===== src/verilog/scratch_macros.svh =====
`ifndef SCRATCH_MACROS_SVH
`define SCRATCH_MACROS_SVH

// 64 words of scratch storage
`define SCRATCH_ADDR_WIDTH 6

// one word holds eight byte lanes
`define SCRATCH_DATA_WIDTH 64
`define SCRATCH_BYTE_WIDTH 8

// register stages on each ram read port, 0 gives a combinational read
`define SCRATCH_READ_LATENCY 1

// response queue entries per port
`define SCRATCH_RSP_DEPTH 4

`endif


===== src/verilog/scratch_pkg.sv =====
`default_nettype none
`include "scratch_macros.svh"

package scratch_pkg;

	// word address into the scratchpad
	typedef logic [`SCRATCH_ADDR_WIDTH-1:0] addr_t;

	typedef logic [`SCRATCH_DATA_WIDTH-1:0] word_t;

	// one bit per byte lane of a word
	typedef logic [`SCRATCH_DATA_WIDTH/`SCRATCH_BYTE_WIDTH-1:0] strobe_t;

	typedef logic [`SCRATCH_BYTE_WIDTH-1:0] lane_t;

	// in-flight reads plus queued responses, 0 up to the depth
	typedef logic [$clog2(`SCRATCH_RSP_DEPTH+1)-1:0] credit_t;

endpackage

`default_nettype wire


===== src/verilog/ram_port_if.sv =====
`timescale 1ns/1ps
`default_nettype none

interface ram_port_if;
	import scratch_pkg::*;

	logic en;        // access this cycle
	addr_t addr;
	strobe_t strobe; // zero on a read
	word_t wdata;
	word_t rdata;

	// request side, owned by the port logic
	modport ctrl (
		output en,
		output addr,
		output strobe,
		output wdata,
		input rdata
	);

	// memory side
	modport ram (
		input en,
		input addr,
		input strobe,
		input wdata,
		output rdata
	);

endinterface

`default_nettype wire


===== src/verilog/scratch_port.sv =====
`timescale 1ns/1ps
`default_nettype none
`include "scratch_macros.svh"

module scratch_port #(
	parameter bit writable = 1'b1
) (
	input logic clk,
	input logic resetn,
	input logic req_valid,
	output logic req_ready,
	input logic req_write,
	input scratch_pkg::addr_t req_addr,
	input scratch_pkg::strobe_t req_strobe,
	input scratch_pkg::word_t req_wdata,
	output logic rsp_valid,
	input logic rsp_ready,
	output scratch_pkg::word_t rsp_rdata,
	ram_port_if.ctrl ram
);
	import scratch_pkg::*;

	localparam int DEPTH = `SCRATCH_RSP_DEPTH;
	localparam int LATENCY = `SCRATCH_READ_LATENCY;
	localparam int PTR_W = (DEPTH > 1) ? $clog2(DEPTH) : 1;

	logic is_write;
	logic credit_full;
	logic req_fire;
	logic rd_fire;     // accepted read
	logic rsp_fire;
	logic rd_emerge;   // tracked read data valid at ram output
	credit_t credit;   // reads in flight plus queued responses
	credit_t q_count;
	logic [PTR_W-1:0] wr_ptr;
	logic [PTR_W-1:0] rd_ptr;
	word_t queue [DEPTH];

	function automatic logic [PTR_W-1:0] next_ptr(input logic [PTR_W-1:0] p);
		if (p == PTR_W'(DEPTH - 1)) begin
			return '0;
		end
		return p + 1'b1;
	endfunction

	if (writable) begin : g_wr
		assign is_write = req_write;
		assign ram.strobe = req_write ? req_strobe : '0; // no lanes on a read
		assign ram.wdata = req_wdata;
	end else begin : g_ro
		assign is_write = 1'b0;
		assign ram.strobe = '0;
		assign ram.wdata = '0;
	end

	// writes never need a queue slot
	assign credit_full = (credit >= credit_t'(DEPTH));
	assign req_ready = is_write || !credit_full;

	assign req_fire = req_valid && req_ready;
	assign rd_fire = req_fire && !is_write;
	assign rsp_fire = rsp_valid && rsp_ready;

	// address goes out in the accept cycle
	assign ram.en = req_fire;
	assign ram.addr = req_addr;

	if (LATENCY == 0) begin : g_track_none
		assign rd_emerge = rd_fire;
	end else begin : g_track
		logic [LATENCY-1:0] track; // one bit per ram stage

		always_ff @(posedge clk) begin
			if (resetn) begin
				track <= '0;
			end else begin
				track[0] <= rd_fire;
				for (int i = 1; i < LATENCY; i++) begin
					track[i] <= track[i-1];
				end
			end
		end

		assign rd_emerge = track[LATENCY-1];
	end

	always_ff @(posedge clk) begin
		if (resetn) begin
			credit <= '0;
		end else begin
			case ({rd_fire, rsp_fire})
				2'b10: credit <= credit + credit_t'(1);
				2'b01: credit <= credit - credit_t'(1);
				default: ;
			endcase
		end
	end

	// response storage
	always_ff @(posedge clk) begin
		if (rd_emerge) begin
			queue[wr_ptr] <= ram.rdata;
		end
	end

	always_ff @(posedge clk) begin
		if (resetn) begin
			wr_ptr <= '0;
			rd_ptr <= '0;
			q_count <= '0;
		end else begin
			if (rd_emerge) begin
				wr_ptr <= next_ptr(wr_ptr);
			end
			if (rsp_fire) begin
				rd_ptr <= next_ptr(rd_ptr);
			end
			case ({rd_emerge, rsp_fire})
				2'b10: q_count <= q_count + credit_t'(1);
				2'b01: q_count <= q_count - credit_t'(1);
				default: ;
			endcase
		end
	end

	assign rsp_valid = (q_count != '0);
	assign rsp_rdata = queue[rd_ptr];

endmodule

`default_nettype wire


===== src/flat_wrapper.sv =====
// flat-port wrapper written by rule: the top's interface ports become plain ports
module scratch_port_flat import scratch_pkg::*;
#(
	parameter bit writable = 1'b1
)
  (clk, resetn, req_valid, req_ready, req_write, req_addr, req_strobe, req_wdata, rsp_valid, rsp_ready, rsp_rdata, ram_en, ram_addr, ram_strobe, ram_wdata, ram_rdata);
  ram_port_if ram_i ();
  input logic clk;
  input logic resetn;
  input logic req_valid;
  output logic req_ready;
  input logic req_write;
  input scratch_pkg::addr_t req_addr;
  input scratch_pkg::strobe_t req_strobe;
  input scratch_pkg::word_t req_wdata;
  output logic rsp_valid;
  input logic rsp_ready;
  output scratch_pkg::word_t rsp_rdata;
  output wire logic [$bits(ram_i.en)-1:0] ram_en;
  output wire logic [$bits(ram_i.addr)-1:0] ram_addr;
  output wire logic [$bits(ram_i.strobe)-1:0] ram_strobe;
  output wire logic [$bits(ram_i.wdata)-1:0] ram_wdata;
  input wire logic [$bits(ram_i.rdata)-1:0] ram_rdata;
  assign ram_en = ram_i.en;
  assign ram_addr = ram_i.addr;
  assign ram_strobe = ram_i.strobe;
  assign ram_wdata = ram_i.wdata;
  assign ram_i.rdata = ram_rdata;
  scratch_port #(.writable(writable)) u_core (.clk(clk), .resetn(resetn), .req_valid(req_valid), .req_ready(req_ready), .req_write(req_write), .req_addr(req_addr), .req_strobe(req_strobe), .req_wdata(req_wdata), .rsp_valid(rsp_valid), .rsp_ready(rsp_ready), .rsp_rdata(rsp_rdata), .ram(ram_i));
endmodule

===== config.mk =====
export PLATFORM = sky130hd
export DESIGN_NAME = scratch_port_flat
export DESIGN_NICKNAME = d
export VERILOG_FILES = /design/src/verilog/scratch_pkg.sv /design/src/verilog/ram_port_if.sv /design/src/verilog/scratch_port.sv /design/src/flat_wrapper.sv
export VERILOG_INCLUDE_DIRS = /design/src /design/src/verilog
export SDC_FILE = /design/constraint.sdc
export NUM_CORES = 1
export LEC_CHECK = 0
export BUFFER_PORTS_ARGS = -buffer_cell sky130_fd_sc_hd__clkbuf_2
export CAP_MARGIN = 10
export CORE_ASPECT_RATIO = 1.25
export CORE_UTILIZATION = 40
export CTS_BUF_LIST = sky130_fd_sc_hd__clkbuf_8
export CTS_CLUSTER_SIZE = 30
export DETAILED_ROUTE_END_ITERATION = 7
export PLACE_DENSITY = 0.75
export SLEW_MARGIN = 20
export SYNTH_ARGS = -nofsm -noshare
export SYNTH_HDL_FRONTEND = slang
export SYNTH_SLANG_ARGS = --single-unit

===== constraint.sdc =====
create_clock -name clk -period 6.2 [get_ports clk]
set_input_delay 0.62 -clock clk [delete_from_list [all_inputs] [get_ports clk]]
set_output_delay 0.62 -clock clk [all_outputs]
set_load 0.02 [all_outputs]

==> results.toml <==
[run_status]
status = "complete, no violations"

[clock_tree]
root_buffer = "clkbuf_8"
cts_tree = "yes"
clkSinkCount = 269
cts_hold_buf = 0
clockBufferDepth = 3
h-tree-depth = 2
post_cts_resized = 0
insertion_delay_ns = 0.52
clkSlewWorstSetupHoldPaths_ns = 0.07
post_cts_buffers = 0
cts_made_buffers = 38

[yosys]
synth_top_area_share_pct = 72.93
yosysMostFrequentCell = "edfxtp_1"
ys_seq_area_share_pct = 75.39
synth_seq_cells = 269
synth_warnings = 0
synthFlopType = "edfxtp_1"
syn_inst = 484
synth_top_cell_by_area = "edfxtp_1"
syn_nets = 640
synth_area_leaders = "edfxtp_1 73%, mux4_2 13%, buf_4 5.0%"
ys_top_cells_by_count = "256 x edfxtp_1, 70 x buf_4, 60 x mux4_2, 13 x and2_1, 13 x dfxtp_1"
syn_area_sq_um = 10540
avgSynthCellArea_sq_um = 21.78
synth_edf_count = 256
ys_async_sr_fraction_pct = 0
ys_types = 24

[placement]
io_buffer_count = 151
place_congestion = 0.7354
pre_cts_ws_ns = 3.207
hpwl_microns = 13430

[worst_setup_path]
cp-end-kind = "primary output"
required_ns = 5.58
critPathLaunchType = "flip-flop"
crit_type = "reg2out"
reg2regPathDepth = 8
r2r_end = "u_core.credit[2]"
regToRegSetupSlack_ns = 4.11
worstPathArrival_ns = 2.79
crit_fanout = 33
r2r_start = "u_core.credit[2]"

[floorplanning]
die_y_microns = 183.5
num_rows = 66
die_x_microns = 147.2
ioPinCount = 292
core-area_sq_um = 25930
dieArea_sq_um = 27010
start_util_pct = 40.65

[global_route]
grt_max_degree = 65
grt_usage_pct = 15.49
antenna_found_initial = 0
overflow = 0
grt_pass1_wl_microns = 30750
grt_pass1_vias = 5222

[timing]
fin_worst_skew_ns = 0.01883
relSlewSlack_pct = 32.04
hold_viol_final = 0
fin_crit_sh_pct = 54.95
worstMarginPinSlew_ns = 1.019
drv_slew = 0
rsz0062_at_grt = "false"
timing.hold.ws_ns = 0.3157
max_freq_ghz = 0.2935
totalNegativeSetupSlack_ns = 0
setup_viol = 0
fin_crit_ns = 3.407
layout_setup_ws_ns = 2.793

[power_and_ir_drop]
total_power_mw = 4.114
pwr-share-seq_pct = 51.4
ir_drop_v = 0.0001414
power_switching_share_pct = 25.57
p_switching_mw = 1.052
pwr_density_cell_nw_per_um2 = 349.3
p_leak_nw = 4.012
p_int_mw = 3.062
comb_power_share_pct = 16.5
power.share.clock_pct = 32.1

[final_layout]
drive_gt1_share_pct = 43.11
final_nets = 747
area_growth_pct = 11.73
n_antenna_cell = 0

[worst_hold_path]
hold_path_end = "u_core.queue[1][22]"
hold_path_depth = 1
min_path_type = "in2reg"
hold_start = "ram_rdata[22]"

[route]
wl_microns = 20790
wl_per_cell_microns = 21.73
drtIter0Drc = 198
detail-route-antenna-nets = 0
vias_per_cell = 5.007
dr.pass1.iters = 4
vias = 4792
drc = 0

[run]
max-cap-violations = 0
==> cells in the final DEF (no fill, tap or decap), drive strengths merged <==
| cell | count |
|---|---|
| a21oi | 6 |
| and2 | 13 |
| buf | 1 |
| bufinv | 3 |
| clkbuf | 190 |
| clkinv | 8 |
| clkinvlp | 1 |
| dfxtp | 13 |
| edfxtp | 256 |
| fa | 2 |
| ha | 7 |
| inv | 25 |
| mux2i | 2 |
| mux4 | 64 |
| nand2 | 2 |
| nand2b | 1 |
| nor2 | 11 |
| nor3b | 1 |
| o21ai | 2 |
| o31ai | 1 |
| or3 | 4 |
| xor2 | 4 |
==> power by group through the flow <==
stage	Clock (mW)	Sequential [mW]	Combinational [mW]
3_5_place_dp	0	2.16	0.695
2_1_floorplan	0	2.09	0.661
5_1_grt	1.42	2.13	0.731
4_1_cts	1.36	2.12	0.696
6_report	1.32	2.11	0.679
3_3_place_gp	0	2.15	0.671
==> stage by stage <==
| step | area (sq um) | cells | utilization [%] |
|---|---|---|---|
| after floorplan | 10540 | 484 | - |
| after global placement | 11050 | 891 | 42.62 |
| after detailed placement | 11050 | 891 | 42.62 |
| after CTS | 11780 | 957 | 45.42 |
| after global routing | 11780 | 957 | 45.42 |
| final | 11780 | 957 | 45.42 |
==> critical path, stage by stage (launching register included) <==
cell and delay [ns]:
dfxtp_4 0.80, buf_4 0.63, mux4_1 0.64, clkbuf_2 0.18
==> logic make-up after synthesis <==
kind of cell / count (synthesis) / share of synthesized area, %
AO/OA/AOI/OAI: 9 / 0.4985
XOR/XNOR: 4 / 0.3323
adder cells (fa/ha/maj): 9 / 1.211
buffers and inverters: 95 / 6.955
flip-flops: 269 / 75.39
multiplexers: 66 / 14.01
AND/OR/NAND/NOR: 32 / 1.602
==> layout make-up <==
class,instances,area (sq um)
clock buffers,39,536.8
clock inverters,27,188.9
fillers,2168,14150
inverters,10,37.54
multi-input cells,120,1871
flip-flops and latches,269,7955
well taps,340,425.4
repair buffers,152,763.2
==> routing by layer <==
layer	up-vias	GRT usage, %	part of all wire (%)
met4	0	9.732	5.6
met5	-	0	0
met2	174	27.38	53
met3	95	5.608	9.0
li1	2079	-	-
met1	2444	15.33	33
==> worst max path at each step <==
stage / to / slack [ns] / start / depth (start not counted)
final: rsp_rdata[0] / 2.79 / flip-flop / 3
after global routing: rsp_rdata[2] / 2.51 / flip-flop / 3
after CTS: rsp_rdata[2] / 2.63 / flip-flop / 3
after detailed placement: rsp_rdata[2] / 3.21 / flip-flop / 3
after global placement: rsp_rdata[2] / 3.29 / flip-flop / 3
after floorplan: u_core.queue[3][0] / 3.72 / u_core.wr_ptr[0] / 2
==> flip-flops by register name, summed over array words and instances (netlist names), named ones only <==
| signal | flops |
|---|---|
| u_core.queue | 256 |
| u_core.credit | 3 |
| u_core.wr_ptr | 2 |
| u_core.rd_ptr | 2 |
| u_core.q_count | 3 |
| u_core.g_track.track | 1 |
Power figures use the tool's default switching activity.
